**src/hdl/dma_defines.svh**
```systemverilog
`ifndef DMA_DEFINES_SVH
`define DMA_DEFINES_SVH

// Command queue
`define DMA_QUEUE_DEPTH 8

// Word memory behind the arbiter
`define SRAM_WORDS 256

// Status register values
`define DMA_STATUS_BUSY 32'hffff_ffff
`define DMA_STATUS_IDLE 32'h0000_0000

`endif

```
**src/hdl/bus_pkg.sv**
```systemverilog
`default_nettype none

package bus_pkg;

	typedef logic [31:0] bus_word_t;
	typedef logic [31:0] bus_addr_t; // Byte address, stepped by 4

	typedef struct packed {
		logic      request;
		logic      rw; // High for write
		bus_addr_t address;
		bus_word_t wdata;
	} bus_req_t;

	typedef struct packed {
		logic      ready; // One cycle pulse
		bus_word_t rdata;
	} bus_rsp_t;

endpackage

`default_nettype wire

```
**src/hdl/bus_arbiter.sv**
```systemverilog
`timescale 1ns/1ps
`default_nettype none

module bus_arbiter (
	input  wire                    i_clock,
	input  wire                    i_reset,

	input  wire bus_pkg::bus_req_t i_host_req,
	output bus_pkg::bus_rsp_t      o_host_rsp,
	input  wire bus_pkg::bus_req_t i_dma_req,
	output bus_pkg::bus_rsp_t      o_dma_rsp,

	output bus_pkg::bus_req_t      o_mem_req,
	input  wire bus_pkg::bus_rsp_t i_mem_rsp
);
	logic busy;      // Transaction in progress
	logic owner;     // High when the engine owns the bus
	logic last_dma;  // Engine was served last
	logic pick_dma;
	logic grant_dma;

	// Round robin only matters when both wait
	always_comb begin
		if (i_host_req.request && i_dma_req.request)
			pick_dma = !last_dma;
		else
			pick_dma = i_dma_req.request;
	end

	assign grant_dma = busy ? owner : pick_dma;
	assign o_mem_req = grant_dma ? i_dma_req : i_host_req;

	assign o_host_rsp = '{ready: i_mem_rsp.ready && !grant_dma, rdata: i_mem_rsp.rdata};
	assign o_dma_rsp  = '{ready: i_mem_rsp.ready && grant_dma, rdata: i_mem_rsp.rdata};

	always_ff @(posedge i_clock) begin
		if (i_reset) begin
			busy     <= 1'b0;
			owner    <= 1'b0;
			last_dma <= 1'b0;
		end else if (busy) begin
			if (i_mem_rsp.ready) begin
				busy     <= 1'b0; // Released the cycle after ready
				last_dma <= owner;
			end
		end else if (i_host_req.request || i_dma_req.request) begin
			busy  <= 1'b1;
			owner <= pick_dma;
		end
	end

endmodule

`default_nettype wire

```
**config.mk**
```make
export PLATFORM = sky130hd
export DESIGN_NAME = bus_arbiter
export DESIGN_NICKNAME = d
export VERILOG_FILES = /design/src/hdl/dma_defines.svh /design/src/hdl/bus_pkg.sv /design/src/hdl/bus_arbiter.sv
export SDC_FILE = /design/constraint.sdc
export NUM_CORES = 1
export LEC_CHECK = 0
export BUFFER_PORTS_ARGS = -buffer_cell sky130_fd_sc_hd__buf_2
export CORE_AREA = 4 4 114 116
export DETAILED_ROUTE_END_ITERATION = 10
export DIE_AREA = 0 0 118 120
export PLACE_DENSITY = 0.44
export SLEW_MARGIN = 10
export SYNTH_ARGS = -nofsm -noshare
export SYNTH_HDL_FRONTEND = slang
export SYNTH_SLANG_ARGS = --single-unit
export TNS_END_PERCENT = 10
```
**constraint.sdc**
```tcl
create_clock -name i_clock -period 1.8 [get_ports i_clock]
set_clock_uncertainty 0.2 [all_clocks]
set_input_delay 0.27 -clock i_clock [delete_from_list [all_inputs] [get_ports i_clock]]
set_output_delay 0.27 -clock i_clock [all_outputs]
set_load 0.01 [all_outputs]
```
==> impl_metrics.csv <==
group,metric,value,unit
floorplan,core_area,11900,µm²
routing,dr_wl_met3,723,µm
setup_path,ff2ff_setup_slack,0.35,ns
power_and_ir_drop,clock_power_share,23.4,%
grt,grt_start_max_net_pins,19,
place,io_buffer_count,202,
setup_path,cp_slowest_stage_delay,0.36,ns
routing,dr_wl_met2,3630,µm
routing,routed.top_layer,"met4",
yosys,synth_top_cell_area_share,36.2,%
power_and_ir_drop,seq_power_share,5.2,%
finish,layout_common_cells,"142 x buf_2, 60 x buf_6, 47 x mux2_4",
setup_path,ff2ff_path_depth,6,
yosys,syn_area,1490,µm²
yosys,synth_cells,157,
routing,wl_met1,2280,µm
setup_path,critPathCapture,"o_mem_req[32]",
setup_path,rr_endpoint,"owner",
setup_path,worstPathArrival,1.67,ns
power_and_ir_drop,p_sw,448,µW
setup_path,cp-startpoint,"busy",
yosys,synth_nets,324,
yosys,synth_area_leaders,"mux2_2 36%, buf_4 32%, mux2_4 17%",
status,violations,"setup timing",
power_and_ir_drop,power_density,500,nW/µm²
cts,clock-sinks,3,
finish,drive_gt1_share,94.5,%
setup_path,r2r-start,"busy",
yosys,ys_warn_count,0,
routing,via_per_inst,3.73,
setup_path,start_kind,"flip-flop",
routing,drt_first_iter_violations,9,
setup_path,path_buf_inv,3,
place,place_ws,-0.197,ns
cts,tritoncts,"built",
setup_path,worstPathRequired,1.33,ns
status,status,"finished, violations left",
sta,max_freq,467,MHz
cts,htreeDepth,1,
routing,wl_per_cell,15.0,µm
power_and_ir_drop,p_total,1.50,mW
sta,slew_violations,0,
floorplan,pin_count,299,
floorplan,die_x,118,µm
floorplan,rows,40,
routing,drt-total-wl,6820,µm
power_and_ir_drop,pwr-share-comb,71.4,%
floorplan,start_util,12.5,%
finish,final_nets,476,
routing,drc,0,
finish,antenna_cells,0,
yosys,yosysTopAreaCell,"mux2_2",
cts,cts-root-buf,"clkbuf_16",
sta,relSlewSlack,88.5,%
place,placedCellCount,441,
sta,worstMarginPinSlew,0.171,ns
cts,cts_buffer_depth,2,
run,cap_violations,0,
grt,grt_util_all_layers,7.29,%
sta,rsz0062_at_grt,"yes",
setup_path,crit_fanout,9,
routing,num_vias,1697,
routing,first_pass_iters,4,
yosys,ys_seq_area_share,4.03,%
routing,route.antenna.remaining_nets,0,
cts,insertion_delay,0.22,ns
sta,hold_viol_final,0,
grt,grt_pass1_vias,1763,
cts,clk_pin_slew_worst_paths,0.03,ns
worst_hold_path,min_path_type,"in -> reg",
finish,syn2layout_area_growth,101,%
power_and_ir_drop,p_leak,1.65,nW
cts,hold_buffers,0,
power_and_ir_drop,p_sw_share,29.8,%
setup_path,slowest_stage,"dfxtp_4",
sta,min_period,2.14,ns
finish,post-route-util,25.2,%
grt,grt_pass1_wl,8580,µm
grt,antenna_found_initial,0,
yosys,synth_cell_type_count,15,
finish,fin_area,3000,µm²
floorplan,dieHeight,120,µm
sta,finalSetupViolations,67,
finish,layout_commonest_cell,"buf_2",
yosys,avgSynthCellArea,9.50,µm²
yosys,ys_ff_latch,3,
power_and_ir_drop,internal-power,1.05,mW
sta,timing.final.crit_share,119,%
setup_path,path_class,"reg -> out",
place,gp_routability_congestion,0.708,
place,place_area,2220,µm²
setup_path,worstSetupEndpointType,"primary output",
finish,stdcell_count,455,
cts,numCtsBuffers,3,
floorplan,dieArea,14200,µm²
setup_path,critical_path.cell_chain,"nand2_4, a21boi_4, buf_12, buf_16, mux2_2, buf_2",
setup_path,critical-path-top-delay-family,"buffers and inverters",
setup_path,worstSetupPathDepth,6,
power_and_ir_drop,vdd_drop_max,0.258,mV
place,hpwl,4890,µm
grt,overflow,0,
sta,timing.final.ws_setup,-0.339,ns
[flip-flops by register name, indices dropped and copies added (netlist names)]
name      cells
busy          1
owner         1
last_dma      1
[worst min path at each step]
stage | start | to | slack [ns] | cells past startpoint
2_1_floorplan | i_reset | last_dma | 0.14 | 1
3_3_place_gp | last_dma | last_dma | 0.25 | 2
3_5_place_dp | last_dma | last_dma | 0.25 | 2
4_1_cts | i_reset | last_dma | 0.04 | 2
5_1_grt | i_reset | last_dma | 0.05 | 2
6_report | i_reset | last_dma | 0.04 | 2
[power by group through the flow]
stage               Clock (mW)  Combinational [mW]  Sequential (mW)
finish                   0.351                1.07           0.0781
global route             0.360                1.14           0.0792
CTS                      0.355               0.895           0.0771
detailed placement           0               0.714           0.0770
global placement             0               0.709           0.0768
floorplan                    0               0.532           0.0764
[routing by layer]
metal,GRT usage (%),up-vias
li1,-,781
met3,2.21,25
met5,0,-
met1,7.13,744
met4,2.86,0
met2,14.3,147
[through the flow]
| stage | setup TNS (ns) | hold WS [ns] |
|---|---|---|
| CTS | -22.78 | 0.0427 |
| finish | -19.72 | 0.0403 |
| floorplan | 0 | 0.139 |
| global placement | -8.91 | 0.252 |
| global route | -23.47 | 0.0508 |
| detailed placement | -10.17 | 0.254 |
[worst register-to-register path: cells and delay by family (launching register included)]
kind                   cells  cell delay [ns]
buffers and inverters      3             0.49
AOI/OAI and AO/OA          2             0.23
DFF                        1             0.36
and+or+nand+nor            1             0.06
[timing repair]
item,in CTS,in global routing
setup endpoints to repair,67,67
gates cloned,2,4
pin swaps,1,2
buffers inserted,4,2
gates resized for setup,40,60
[cells by family (layout without fill, tap and decap cells)]
logic type | Yosys count | count (layout) | synth area share, %
flops | 3 | 3 | 4.03
compound gates | 6 | 6 | 3.10
simple gates | 12 | 12 | 3.69
mux | 65 | 65 | 53.4
buf+inv | 71 | 222 | 35.8
[final cells by class]
type	count	area (µm²)
sequential	3	63.8
tap	147	184
multi-input combinational	83	1020
fill	1268	8910
clock buffer	4	78.8
timing repair buffer	218	1650
[cells in the mapped netlist (all sizes together)]
| library cell | instances |
|---|---|
| a211oi | 1 |
| a21boi | 1 |
| a21oi | 4 |
| and2 | 1 |
| buf | 71 |
| dfxtp | 3 |
| mux2 | 65 |
| nand2 | 5 |
| nand3 | 1 |
| nor2 | 2 |
| nor2b | 2 |
| nor3 | 1 |
No activity file was read; power rests on OpenSTA's default activity.
