## config.mk

```make
export PLATFORM = sky130hd
export DESIGN_NAME = dma_engine
export DESIGN_NICKNAME = d
export VERILOG_FILES = /design/src/hdl/bus_pkg.sv /design/src/hdl/dma_pkg.sv /design/src/hdl/cmd_fifo.sv /design/src/hdl/dma_engine.sv
export VERILOG_INCLUDE_DIRS = /design/src /design/src/hdl
export SDC_FILE = /design/constraint.sdc
export NUM_CORES = 1
export LEC_CHECK = 0
export BUFFER_PORTS_ARGS = -buffer_cell sky130_fd_sc_hd__buf_2
export CAP_MARGIN = 20
export CORE_ASPECT_RATIO = 0.8
export CORE_MARGIN = 2
export CORE_UTILIZATION = 61
export DETAILED_ROUTE_END_ITERATION = 10
export MAX_ROUTING_LAYER = met4
export PLACE_DENSITY = 0.78
export RECOVER_POWER = 50
export SETUP_SLACK_MARGIN = 0.2
export SYNTH_ARGS = -nofsm -noshare
export SYNTH_HDL_FRONTEND = slang
export SYNTH_SLANG_ARGS = --single-unit
```

## constraint.sdc

```tcl
create_clock -name i_clock -period 14.8 [get_ports i_clock]
set_clock_uncertainty 0.15 [all_clocks]
set_input_delay 1.48 -clock i_clock [delete_from_list [all_inputs] [get_ports i_clock]]
set_output_delay 1.48 -clock i_clock [all_outputs]
set_load 0.01 [all_outputs]
```

## src/hdl/dma_defines.svh

```systemverilog
`ifndef DMA_DEFINES_SVH
`define DMA_DEFINES_SVH

// Command queue
`define DMA_QUEUE_DEPTH 8

// Word memory behind the arbiter
`define SRAM_WORDS 256

// Status register values
`define DMA_STATUS_BUSY 32'hffff_ffff
`define DMA_STATUS_IDLE 32'h0000_0000

`endif

```

## src/hdl/bus_pkg.sv

```systemverilog
`default_nettype none

package bus_pkg;

	typedef logic [31:0] bus_word_t;
	typedef logic [31:0] bus_addr_t; // Byte address, stepped by 4

	typedef struct packed {
		logic      request;
		logic      rw; // High for write
		bus_addr_t address;
		bus_word_t wdata;
	} bus_req_t;

	typedef struct packed {
		logic      ready; // One cycle pulse
		bus_word_t rdata;
	} bus_rsp_t;

endpackage

`default_nettype wire

```

## src/hdl/dma_pkg.sv

```systemverilog
`default_nettype none

package dma_pkg;

	typedef enum logic [1:0] {
		FILL = 2'd1,
		COPY = 2'd2
	} dma_op_t;

	typedef struct packed {
		dma_op_t           op;
		bus_pkg::bus_word_t value_or_from; // Fill value or source address
		bus_pkg::bus_addr_t to;
		bus_pkg::bus_word_t count;         // Words minus one
	} dma_cmd_t;

	typedef logic [1:0] dma_reg_t;

	localparam dma_reg_t REG_VALUE = 2'd0;
	localparam dma_reg_t REG_DEST  = 2'd1;
	localparam dma_reg_t REG_COUNT = 2'd2;
	localparam dma_reg_t REG_CTRL  = 2'd3; // Op code on write, status on read

	typedef enum logic [3:0] {
		IDLE         = 4'd0,
		LOAD_CMD     = 4'd1,
		FILL_REQ     = 4'd2,
		FILL_WAIT    = 4'd3,
		COPY_RD_REQ  = 4'd4,
		COPY_RD_WAIT = 4'd5,
		COPY_WR_REQ  = 4'd6,
		COPY_WR_WAIT = 4'd7
	} dma_state_t;

endpackage

`default_nettype wire

```

## src/hdl/cmd_fifo.sv

```systemverilog
`timescale 1ns/1ps
`default_nettype none

`include "dma_defines.svh"

module cmd_fifo (
	input  wire                i_clock,
	input  wire                i_reset,
	input  wire                i_write,
	input  wire dma_pkg::dma_cmd_t i_wdata,
	input  wire                i_read,
	output dma_pkg::dma_cmd_t  o_rdata,
	output logic               o_empty,
	output logic               o_full
);
	import dma_pkg::*;

	localparam int DEPTH = `DMA_QUEUE_DEPTH;
	localparam int PTR_W = $clog2(DEPTH);

	dma_cmd_t         mem [DEPTH];
	logic [PTR_W-1:0] wr_ptr;
	logic [PTR_W-1:0] rd_ptr;
	logic [PTR_W:0]   count;
	logic             do_write;
	logic             do_read;

	assign o_empty  = (count == '0);
	assign o_full   = (count == (PTR_W+1)'(DEPTH));
	assign do_write = i_write && !o_full;
	assign do_read  = i_read && !o_empty;

	always_ff @(posedge i_clock) begin
		if (i_reset) begin
			wr_ptr <= '0;
			rd_ptr <= '0;
			count  <= '0;
		end else begin
			if (do_write)
				wr_ptr <= (wr_ptr == PTR_W'(DEPTH-1)) ? '0 : wr_ptr + 1'b1;
			if (do_read)
				rd_ptr <= (rd_ptr == PTR_W'(DEPTH-1)) ? '0 : rd_ptr + 1'b1;
			if (do_write && !do_read)
				count <= count + 1'b1;
			else if (do_read && !do_write)
				count <= count - 1'b1;
		end
	end

	// Storage and registered read port
	always_ff @(posedge i_clock) begin
		if (do_write)
			mem[wr_ptr] <= i_wdata;
		if (do_read)
			o_rdata <= mem[rd_ptr];
	end

endmodule

`default_nettype wire

```

## src/hdl/dma_engine.sv

```systemverilog
`timescale 1ns/1ps
`default_nettype none

`include "dma_defines.svh"

module dma_engine (
	input  wire                    i_clock,
	input  wire                    i_reset,

	input  wire                    i_reg_request,
	input  wire                    i_reg_write,
	input  wire dma_pkg::dma_reg_t i_reg_address,
	input  wire bus_pkg::bus_word_t i_reg_wdata,
	output bus_pkg::bus_word_t     o_reg_rdata,
	output logic                   o_reg_ready,

	input  wire                    i_stall,

	output bus_pkg::bus_req_t      o_bus_req,
	input  wire bus_pkg::bus_rsp_t i_bus_rsp
);
	import bus_pkg::*;
	import dma_pkg::*;

	dma_state_t state;
	dma_cmd_t   wr_cmd;   // Fields gathered from register writes
	dma_cmd_t   cur_cmd;  // Command being executed
	dma_cmd_t   push_cmd;
	dma_cmd_t   fifo_rdata;
	bus_word_t  data;     // Copy word in flight
	logic       fifo_empty;
	logic       fifo_full;
	logic       fifo_read;
	logic       cmd_write;
	logic       reg_accept;
	logic       busy;

	assign cmd_write  = i_reg_write && (i_reg_address == REG_CTRL);
	assign reg_accept = i_reg_request && !o_reg_ready && !(cmd_write && fifo_full);
	assign busy       = !fifo_empty || (state != IDLE);
	assign fifo_read  = (state == IDLE) && !fifo_empty;

	always_comb begin
		push_cmd    = wr_cmd;
		push_cmd.op = dma_op_t'(i_reg_wdata[1:0]);
	end

	cmd_fifo u_queue (
		.i_clock (i_clock),
		.i_reset (i_reset),
		.i_write (reg_accept && cmd_write), // One push per request
		.i_wdata (push_cmd),
		.i_read  (fifo_read),
		.o_rdata (fifo_rdata),
		.o_empty (fifo_empty),
		.o_full  (fifo_full)
	);

	always_ff @(posedge i_clock) begin
		if (i_reset)
			o_reg_ready <= 1'b0;
		else if (!i_reg_request)
			o_reg_ready <= 1'b0;
		else if (reg_accept)
			o_reg_ready <= 1'b1; // Held while queue full
	end

	always_ff @(posedge i_clock) begin
		if (reg_accept) begin
			if (i_reg_write) begin
				case (i_reg_address)
					REG_VALUE: wr_cmd.value_or_from <= i_reg_wdata;
					REG_DEST:  wr_cmd.to <= i_reg_wdata;
					REG_COUNT: wr_cmd.count <= i_reg_wdata;
					default:   wr_cmd.op <= dma_op_t'(i_reg_wdata[1:0]);
				endcase
			end else begin
				case (i_reg_address)
					REG_VALUE: o_reg_rdata <= wr_cmd.value_or_from;
					REG_DEST:  o_reg_rdata <= wr_cmd.to;
					REG_COUNT: o_reg_rdata <= wr_cmd.count;
					default:   o_reg_rdata <= busy ? `DMA_STATUS_BUSY : `DMA_STATUS_IDLE;
				endcase
			end
		end
	end

	// Transfer state machine
	always_ff @(posedge i_clock) begin
		if (i_reset) begin
			state             <= IDLE;
			o_bus_req.request <= 1'b0;
		end else begin
			case (state)
				IDLE: begin
					if (!fifo_empty)
						state <= LOAD_CMD;
				end

				LOAD_CMD: begin
					cur_cmd <= fifo_rdata;
					case (fifo_rdata.op)
						FILL:    state <= FILL_REQ;
						COPY:    state <= COPY_RD_REQ;
						default: state <= IDLE; // Invalid op dropped
					endcase
				end

				FILL_REQ: begin
					if (!i_stall) begin
						o_bus_req <= '{request: 1'b1, rw: 1'b1, address: cur_cmd.to,
							wdata: cur_cmd.value_or_from};
						state <= FILL_WAIT;
					end
				end

				COPY_RD_REQ: begin
					if (!i_stall) begin
						o_bus_req.request <= 1'b1;
						o_bus_req.rw      <= 1'b0;
						o_bus_req.address <= cur_cmd.value_or_from;
						state             <= COPY_RD_WAIT;
					end
				end

				COPY_RD_WAIT: begin
					if (i_bus_rsp.ready) begin
						o_bus_req.request     <= 1'b0;
						data                  <= i_bus_rsp.rdata;
						cur_cmd.value_or_from <= cur_cmd.value_or_from + 32'd4;
						state                 <= COPY_WR_REQ;
					end
				end

				COPY_WR_REQ: begin
					if (!i_stall) begin
						o_bus_req <= '{request: 1'b1, rw: 1'b1, address: cur_cmd.to,
							wdata: data};
						state <= COPY_WR_WAIT;
					end
				end

				FILL_WAIT, COPY_WR_WAIT: begin
					if (i_bus_rsp.ready) begin
						o_bus_req.request <= 1'b0;
						cur_cmd.to        <= cur_cmd.to + 32'd4;
						if (cur_cmd.count != '0) begin
							cur_cmd.count <= cur_cmd.count - 1'b1;
							state <= (state == FILL_WAIT) ? FILL_REQ : COPY_RD_REQ;
						end else begin
							state <= IDLE;
						end
					end
				end

				default: state <= IDLE;
			endcase
		end
	end

endmodule

`default_nettype wire

```

==> impl_metrics.yaml, run 1 <==
sta:
  fin_setup_tns_ns: 0
  fin_crit_sh_pct: 36.5
  hold_violations: 0
  final.setup.worst_slack_ns: 9.39
  setup_viol: 0
  fmax_mhz: 185
  timing.final.max_slew_violations: 558
  period_minus_slack_ns: 5.41
  relSlewSlack_pct: -136
  rsz0062_at_grt: "no"
  tightest_slew_ns: 3.54
  whs_ns: 0.350
yosys:
  yosys_warnings: 0
  synth_flop_cell: "edfxtp_1"
  synth-seq-area-share_pct: 77.4
  async_flop_share_pct: 0
  synth_enable_flop_cells: 1203
  synthTopCellsByArea: "edfxtp_1, mux4_2, mux2_2"
  synth_common_cells: "edfxtp_1, mux4_2, mux2_2, nand2_1, clkbuf_1"
  yosysTopAreaCell: "edfxtp_1"
  synth_area_mm2: 0.0471
  postSynthAreaPerCell_um2: 20.9
  syn_nets: 2336
  syn_inst: 2253
  synth_top_area_share_pct: 76.7
  synth_cell_types: 55
  yosysMostFrequentCell: "edfxtp_1"
  ys_seq_elements: 1218
grt:
  grt_max_degree: 133
  grtUsageTotal_pct: 29.1
  gr-total-overflow: 0
  grt_pass1_vias: 23917
  antenna_found_initial: 6
  grt_pass1_wl_um: 161000
die:
  rows: 91
  die-height_um: 252
  core_area_mm2: 0.0767
  die_w_um: 315
  die_area_mm2: 0.0794
  initial_core_util_pct: 61.4
  ios: 171
routing:
  vias: 23517
  route.detailed.vias_per_inst: 6.56
  ant_nets: 0
  drtIter0Drc: 3341
  drcViolationCount: 0
  firstDrtPassIters: 5
  wl_um: 110000
  wire_per_inst_um: 30.7
critical_path:
  path_class: "input port to flop"
  cp-startpoint: "i_reg_address[1]"
  crit_path_frequent_cell: "clkbuf_1"
  slowest_delay_ns: 2.29
  worstPathMaxFanout: 36
  startpoint_type: "input port"
  r2r_slack_ns: 9.70
  crit_chain: "clkbuf_1 > clkbuf_1 > nor4b_1 > buf_4"
  critical_path_required_ns: 14.95
  r2r-start: "state[0]"
  crit_arrival_ns: 5.56
  cp_num_cells: 4
  critical_path.top_delay_family: "buffers and inverters"
  cp-endpoint: "push_cmd[30]"
  rr_endpoint: "cur_cmd[41]"
  rr_worst_depth: 3
  slowest_stage: "clkbuf_1"
  crit_path_end_kind: "flop"
  path_buf_inv: 3
placed_design:
  pre_cts_slack_ns: 9.14
  gp_congestion: 0.866
  port_buffers: 170
  place_area_mm2: 0.0492
  dp_hpwl_um: 63400
cts:
  cts_setup_buffers: 0
  numCtsBuffers: 110
  cts_resized: 0
  cts_tree: "yes"
  cts_max_level: 3
  hold_buffers: 0
  clk_pin_slew_ns: 0.06
  clockBufferDepth: 3
  clock-root-buffer: "clkbuf_16"
  clk_latency_ns: 0.69
  cts.sinks: 1218
finish:
  syn2layout_area_growth_pct: 11.7
  utilization_pct: 68.5
  final_nets: 2552
  layout-drive-gt1-share_pct: 28.5
  finalInstanceArea_mm2: 0.0526
run:
  maxCapViolations: 13
power:
  ir_drop_mv: 0.134
  powerDensity_mw_per_mm2: 167
  power.leakage_nw: 16.5
outcome:
  failed_checks: "capacitance limit, slew limit"
  status: "finished, violations left"
min_path:
  hp-class: "flop to flop"
==> layout make-up <==
class	instances	area [µm²]
diodes	3	7.51
clock buffers	123	2840
clock inverters	81	629
fillers	4642	24200
inverters	10	38.8
multi-input cells	918	10200
flip-flops and latches	1218	36400
well taps	1023	1280
repair buffers	211	1120
==> logic make-up after synthesis <==
kind of cell	share of synthesized area, %
simple gates	3.50
flops	77.4
fa+ha+maj	0.308
compound gates	1.28
xor+xnor	1.60
buf+inv	1.08
mux	14.9
==> worst reg2reg max path, delay by kind of cell, from the launching register on <==
family | cells | cell delay (ns)
buf+inv | 1 | 1.95
simple gates | 1 | 1.58
compound gates | 1 | 0.55
flops | 1 | 0.48
==> per-layer routing <==
metal	routed length (µm)	vias up	track usage [%]
met2	52400	1455	43.8
li1	-	9629	-
met4	2960	0	7.92
met5	0	-	-
met1	43000	12259	41.1
met3	11600	174	6.43
==> stage by stage <==
| step | instances | total power, W |
|---|---|---|
| final | 3587 | 0.00880 |
| after global routing | 3587 | 0.00909 |
| after CTS | 3581 | 0.00882 |
| after detailed placement | 3377 | 0.00607 |
| after global placement | 3377 | 0.00602 |
| after floorplan | 2253 | 0.00553 |
==> layout by cell type, fill, tap and decap left out, types with 3 or more instances in the layout <==
cell type and count:
mux2_1 9, nor3b_1 3, clkinv_1 39, mux4_2 228, nand2b_1 5, and2_0 5, o21ai_0 65, nor4_1 11
clkinv_8 3, dfxtp_1 13, diode_2 3, inv_1 9, nand3_1 28, nor2_1 29, a21oi_1 12, nor4_2 4
and4_1 11, xor2_1 46, buf_4 27, nor2_4 5, clkinv_2 26, clkbuf_1 57, nand3b_1 5, ha_1 10
xnor2_1 40, edfxtp_1 1203, o21ai_1 25, mux2_2 155, nand4_1 17, or4_1 3, nor3_2 7, nor3_1 21
and3_1 9, or3_1 6, nor4_4 3, nand4b_1 4, buf_2 135, nand2_1 126, bufinv_16 8, clkbuf_16 112
==> report_power, final <==
group | internal, W | switching (W) | total (W)
sequential | 0.00419 | 0.000277 | 0.00447
combinational | 0.000737 | 0.000830 | 0.00157
clock | 0.00152 | 0.00124 | 0.00276
==> worst min path at each step <==
stage / cells after the start / endpoint / startpoint / slack, ns
floorplan: 2 / u_queue.count[3] / u_queue.count[3] / 0.32
global placement: 2 / o_bus_req[65] / o_bus_req[65] / 0.33
detailed placement: 2 / o_bus_req[65] / o_bus_req[65] / 0.34
CTS: 2 / o_bus_req[65] / o_bus_req[65] / 0.35
global route: 2 / o_bus_req[65] / o_bus_req[65] / 0.38
finish: 2 / o_bus_req[65] / o_bus_req[65] / 0.35
==> sequential cells by signal, summed over array words and instances (netlist names) <==
name and cells:
u_queue.o_rdata 98, o_bus_req 66, u_queue.count 4, cur_cmd 96, data 32, u_queue.rd_ptr 3, o_reg_rdata 32, u_queue.wr_ptr 3
push_cmd 96, u_queue.mem 784, o_reg_ready 1, state 3
Power figures use the tool's default switching activity.
==> run 2, diff against run 1 <==
--- a/config.mk
+++ b/config.mk
@@ -10,10 +10,10 @@
 export CAP_MARGIN = 20
 export CORE_ASPECT_RATIO = 0.8
 export CORE_MARGIN = 2
-export CORE_UTILIZATION = 61
+export CORE_UTILIZATION = 56
 export DETAILED_ROUTE_END_ITERATION = 10
 export MAX_ROUTING_LAYER = met4
-export PLACE_DENSITY = 0.78
+export PLACE_DENSITY = 0.75
 export RECOVER_POWER = 50
 export SETUP_SLACK_MARGIN = 0.2
 export SYNTH_ARGS = -nofsm -noshare
==> constraint.sdc (replaced) <==
create_clock -name i_clock -period 4.4 [get_ports i_clock]
set_clock_uncertainty 0.15 [all_clocks]
set_input_delay 0.44 -clock i_clock [delete_from_list [all_inputs] [get_ports i_clock]]
set_output_delay 0.44 -clock i_clock [all_outputs]
set_load 0.01 [all_outputs]
==> run 2 against run 1 <==
The flow still finishes with violations (capacitance limit, slew limit); non-clock buffer count increased by 68; utilization shrank 4.4 points; sequential share of layout area decreased by 1.4 points; final area grew 2.1%; power grew to 3.4 times the previous value; final cell count rose by 4.5%; setup slack got worse by 8.6 ns; sequential power grew to 3.3 times the previous value; flip-flop and latch count is the same; critical endpoint is now push_cmd[43]; largest power group unchanged.
==> impl_metrics.yaml, run 2 (synthesis gave the netlist of run 1 again) <==
outcome:
  status: "finished, violations left"
  failed_checks: "capacitance limit, slew limit"
die:
  initial_core_util_pct: 56.3
  die-height_um: 263
  die_area_mm2: 0.0864
  die_w_um: 328
  rows: 95
  core_area_mm2: 0.0837
  ios: 171
min_path:
  hold_path_end: "o_bus_req[65]"
  hold_depth: 4
  hp-class: "input port to flop"
  hold_start: "i_stall"
power:
  powerDensity_mw_per_mm2: 556
  power.leakage_nw: 16.7
  ir_drop_mv: 0.535
critical_path:
  critical_path.top_delay_family: "buffers and inverters"
  rr_worst_depth: 3
  crit_chain: "nand2b_1 > nor3_1 > clkbuf_1"
  slowest_delay_ns: 2.13
  path_buf_inv: 1
  startpoint_type: "flop"
  r2r_slack_ns: 0.82
  crit_path_end_kind: "flop"
  r2r-start: "o_reg_ready"
  rr_endpoint: "push_cmd[43]"
  worstPathMaxFanout: 32
  crit_arrival_ns: 3.66
  path_class: "flop to flop"
  slowest_stage: "clkbuf_1"
  critical_path_required_ns: 4.48
finish:
  regMostFlops: "u_queue.mem"
  final_nets: 2622
  finalInstanceArea_mm2: 0.0537
  fillCellCount: 5496
  regArea_mm2: 0.0364
  layout_commonest_cell: "edfxtp_1"
  layout_common_cells: "edfxtp_1, mux4_2, mux2_2"
  layout-drive-gt1-share_pct: 24.6
  reg_top3: "u_queue.mem: 784 flops, u_queue.o_rdata: 98 flops"
  largest_reg_flops: 784
  syn2layout_area_growth_pct: 14.0
  multiInputGateArea_mm2: 0.0103
routing:
  vias: 23049
  drtIter0Drc: 2735
  route.detailed.vias_per_inst: 6.15
  wire_per_inst_um: 27.5
  wl_um: 103000
  firstDrtPassIters: 5
  ant_nets: 0
  drcViolationCount: 0
run:
  maxCapViolations: 8
placed_design:
  port_buffers: 170
  gp_congestion: 0.850
  dp_hpwl_um: 57100
  place_area_mm2: 0.0496
sta:
  fmax_mhz: 280
  rsz0062_at_grt: "no"
  timing.final.max_slew_violations: 288
  period_minus_slack_ns: 3.58
  tightest_slew_ns: 2.97
  setup_viol: 0
  hold_violations: 0
  fin_crit_sh_pct: 81.3
  fin_setup_tns_ns: 0
  relSlewSlack_pct: -98.2
cts:
  clock-root-buffer: "clkbuf_16"
  cts_setup_buffers: 0
  clk_latency_ns: 0.69
  clockBufferDepth: 3
  cts_tree: "yes"
  clk_pin_slew_ns: 0.06
  cts_max_level: 3
  numCtsBuffers: 112
  cts.sinks: 1218
grt:
  grt_max_degree: 99
  gr-total-overflow: 0
  grtUsageTotal_pct: 24.9
  grt_pass1_vias: 23498
  grt_pass1_wl_um: 153000
  antenna_found_initial: 5
run 2: timing repair:
item / 4_1_cts / 5_1_grt
hold buffers: 66 / 0
resized for setup: 0 / 0
hold endpoints to repair: 149 / 0
setup endpoints to repair: 0 / 0
run 2: through the flow:
stage	std cells	hold WS (ns)	total power (W)	worst slack [ns]	util, %
after global routing	3750	0.0614	0.0309	0.619	64.1
after CTS	3747	0.0444	0.0301	1.29	64.5
after global placement	3472	0.331	0.0202	1.33	59.3
after floorplan	2253	0.321	0.0186	-0.256	-
final	3750	0.0643	0.0298	0.823	64.1
after detailed placement	3473	0.347	0.0204	1.30	59.3
run 2: worst reg2reg max path, stage by stage, from the launching register on:
cell and delay, ns:
dfxtp_1 0.34, nand2b_1 0.22, nor3_1 0.24, clkbuf_1 2.13
run 2: cell type report:
cell class	count	share of cell area, %
diodes	2	0.00933
clock buffers	131	5.44
clock inverters	77	1.39
inverters	10	0.0746
multi-input cells	918	19.1
flip-flops and latches	1218	67.9
well taps	1115	2.60
repair buffers	279	3.46
run 2: layer usage:
layer,up-vias,wire length [µm],GRT usage (%)
met4,0,2550,6.50
met2,1176,49200,37.9
met1,11921,41700,34.8
li1,9779,-,-
met3,173,9680,5.52
met5,-,0,-
run 2: where the power goes:
part	internal [W]	switching, W	total (W)	leakage, nW
sequential	0.0141	0.000706	0.0148	11.0
combinational	0.00255	0.00286	0.00540	3.85
clock	0.00551	0.00415	0.00966	1.79
total	0.0221	0.00771	0.0298	16.7
run 2: worst max-delay path by stage:
| stage | start | end | slack [ns] | cells after the start |
|---|---|---|---|---|
| after global routing | o_reg_ready | push_cmd[43] | 0.62 | 3 |
| after detailed placement | state[0] | u_queue.count[3] | 1.30 | 10 |
| final | o_reg_ready | push_cmd[43] | 0.82 | 3 |
| after floorplan | i_reg_address[0] | u_queue.mem[0][0] | -0.26 | 5 |
| after global placement | state[0] | u_queue.count[3] | 1.33 | 10 |
| after CTS | state[0] | u_queue.count[3] | 1.29 | 10 |
==> run 3, diff against run 2 <==
--- a/config.mk
+++ b/config.mk
@@ -10,10 +10,10 @@
 export CAP_MARGIN = 20
 export CORE_ASPECT_RATIO = 0.8
 export CORE_MARGIN = 2
-export CORE_UTILIZATION = 56
+export CORE_UTILIZATION = 61
 export DETAILED_ROUTE_END_ITERATION = 10
 export MAX_ROUTING_LAYER = met4
-export PLACE_DENSITY = 0.75
+export PLACE_DENSITY = 0.78
 export RECOVER_POWER = 50
 export SETUP_SLACK_MARGIN = 0.2
 export SYNTH_ARGS = -nofsm -noshare
==> constraint.sdc (replaced) <==
create_clock -name i_clock -period 3.7 [get_ports i_clock]
set_clock_uncertainty 0.15 [all_clocks]
set_input_delay 0.37 -clock i_clock [delete_from_list [all_inputs] [get_ports i_clock]]
set_output_delay 0.37 -clock i_clock [all_outputs]
set_load 0.01 [all_outputs]
==> run 3 against run 2 <==
The flow still finishes with violations (capacitance limit, slew limit); sequential power increased by 19%; largest cell class unchanged; final area decreased by 0.16%; critical endpoint is now u_queue.o_rdata[54]; hold slack improved by 0.0062 ns; register-to-register slack got worse by 0.50 ns.
==> impl_metrics.yaml, run 3 (synthesis gave the netlist of run 1 again) <==
outcome:
  status: "finished, violations left"
  failed_checks: "capacitance limit, slew limit"
placed_design:
  gp_congestion: 0.908
  port_buffers: 170
  dp_hpwl_um: 58900
  pre_cts_slack_ns: 0.752
grt:
  grt_max_degree: 76
  grt_pass1_vias: 23951
  gr-total-overflow: 0
  grt_pass1_wl_um: 153000
  antenna_found_initial: 2
  grtUsageTotal_pct: 27.2
finish:
  fillCellCount: 4546
  regMostFlops: "u_queue.mem"
  layout-drive-gt1-share_pct: 24.6
  syn2layout_area_growth_pct: 13.8
  multiInputGateArea_mm2: 0.0103
  regArea_mm2: 0.0364
  utilization_pct: 69.8
  largest_reg_flops: 784
  final_nets: 2639
  reg_top3: "u_queue.mem: 784 flops, u_queue.o_rdata: 98 flops"
  layout_common_cells: "edfxtp_1, mux4_2, clkbuf_1"
  layout_commonest_cell: "edfxtp_1"
cts:
  cts_tree: "yes"
  cts_resized: 0
  clockBufferDepth: 3
  cts.sinks: 1218
  cts_max_level: 3
  clk_latency_ns: 0.68
  numCtsBuffers: 111
  clock-root-buffer: "clkbuf_16"
  clk_pin_slew_ns: 0.07
die:
  die_w_um: 315
  ios: 171
  initial_core_util_pct: 61.4
  die-height_um: 252
  rows: 91
  die_area_mm2: 0.0794
  core_area_mm2: 0.0767
routing:
  route.detailed.vias_per_inst: 6.43
  drcViolationCount: 0
  drtIter0Drc: 3233
  vias: 23568
  wl_um: 103000
  firstDrtPassIters: 6
  ant_nets: 0
  wire_per_inst_um: 28.2
sta:
  relSlewSlack_pct: -77.2
  final.setup.worst_slack_ns: 0.322
  fin_setup_tns_ns: 0
  fin_crit_sh_pct: 91.3
  setup_viol: 0
  hold_violations: 0
  period_minus_slack_ns: 3.38
  fmax_mhz: 296
  timing.final.max_slew_violations: 114
  tightest_slew_ns: 2.66
  rsz0062_at_grt: "no"
  whs_ns: 0.0704
critical_path:
  startpoint_type: "flop"
  cp_num_cells: 2
  path_buf_inv: 1
  critical_path_required_ns: 3.95
  crit_path_end_kind: "flop"
  path_class: "flop to flop"
  crit_arrival_ns: 3.63
  slowest_stage: "clkbuf_2"
  critical_path.top_delay_family: "buffers and inverters"
  slowest_delay_ns: 1.19
  crit_chain: "clkbuf_2 > mux2_2"
  rr_worst_depth: 2
  worstPathMaxFanout: 41
min_path:
  hp-class: "input port to flop"
  hold_depth: 4
run:
  maxCapViolations: 4
power:
  netSwitchingPower_w: 0.00907
  internal_power_w: 0.0260
  seq_power_share_pct: 50.1
  ir_drop_mv: 0.515
  clock_power_share_pct: 31.4
  p_comb_share_pct: 18.5
  p_sw_share_pct: 25.9
  power.leakage_nw: 16.7
  powerDensity_mw_per_mm2: 654
==> run 3: changes by cell type in the layout (fill, tap and decap cells not counted), sizes merged, moves of 2 or more <==
cell / previous run / this run
buf: 65 / 74
bufinv: 13 / 9
clkbuf: 279 / 294
clkinv: 54 / 45
dlygate4sd3: 66 / 68
inv: 17 / 14
==> run 3: final timing paths <==
check / end / slack, ns / startpoint
worst max-delay path: u_queue.o_rdata[54] / 0.32 / u_queue.rd_ptr[2]
worst min-delay path: o_reg_ready / 0.07 / i_reg_write
worst max register to register: u_queue.o_rdata[54] / 0.32 / u_queue.rd_ptr[2]
worst min register to register: o_bus_req[65] / 0.37 / o_bus_req[65]
==> run 3: power groups by stage <==
stage	clock network (W)	registers [W]	logic (W)
after floorplan	0	0.0174	0.00475
after global placement	0	0.0178	0.00631
after detailed placement	0	0.0178	0.00643
after CTS	0.0111	0.0175	0.00662
after global routing	0.0116	0.0176	0.00699
final	0.0110	0.0176	0.00650
==> run 3: stage by stage <==
| step | total power [W] | cells | instance area [µm²] |
|---|---|---|---|
| 2_1_floorplan | 0.0221 | 2253 | 47300 |
| 3_3_place_gp | 0.0241 | 3398 | 49800 |
| 3_5_place_dp | 0.0242 | 3398 | 49800 |
| 4_1_cts | 0.0353 | 3665 | 53900 |
| 5_1_grt | 0.0363 | 3666 | 53600 |
| 6_report | 0.0351 | 3666 | 53600 |
==> run 3: layer usage <==
metal | part of all wire [%] | GRT usage [%] | wire length [µm]
met4 | 2.3 | 6.75 | 2330
met5 | 0 | - | 0
met2 | 49 | 41.7 | 50200
met3 | 9.1 | 4.87 | 9460
met1 | 40 | 38.9 | 41400
==> run 3: what timing repair did <==
item | CTS | global route
hold buffers | 68 | 0
endpoints found under the setup margin | 0 | 0
endpoints found under the hold margin | 157 | 0
buffers inserted | 0 | 0
==> run 3: worst register-to-register path: stages, from the launching register on <==
cell	delay, ns
dfxtp_2	1.16
clkbuf_2	1.20
mux2_2	0.59
==> run 3: cell type report <==
cell class	count	area share, %
Antenna cell	1	0.00467
Clock buffer	139	5.38
Clock inverter	60	1.07
Inverter	10	0.0771
Multi-Input combinational cell	918	19.2
Sequential cell	1218	68.0
Tap cell	1023	2.39
Timing Repair Buffer	297	3.83
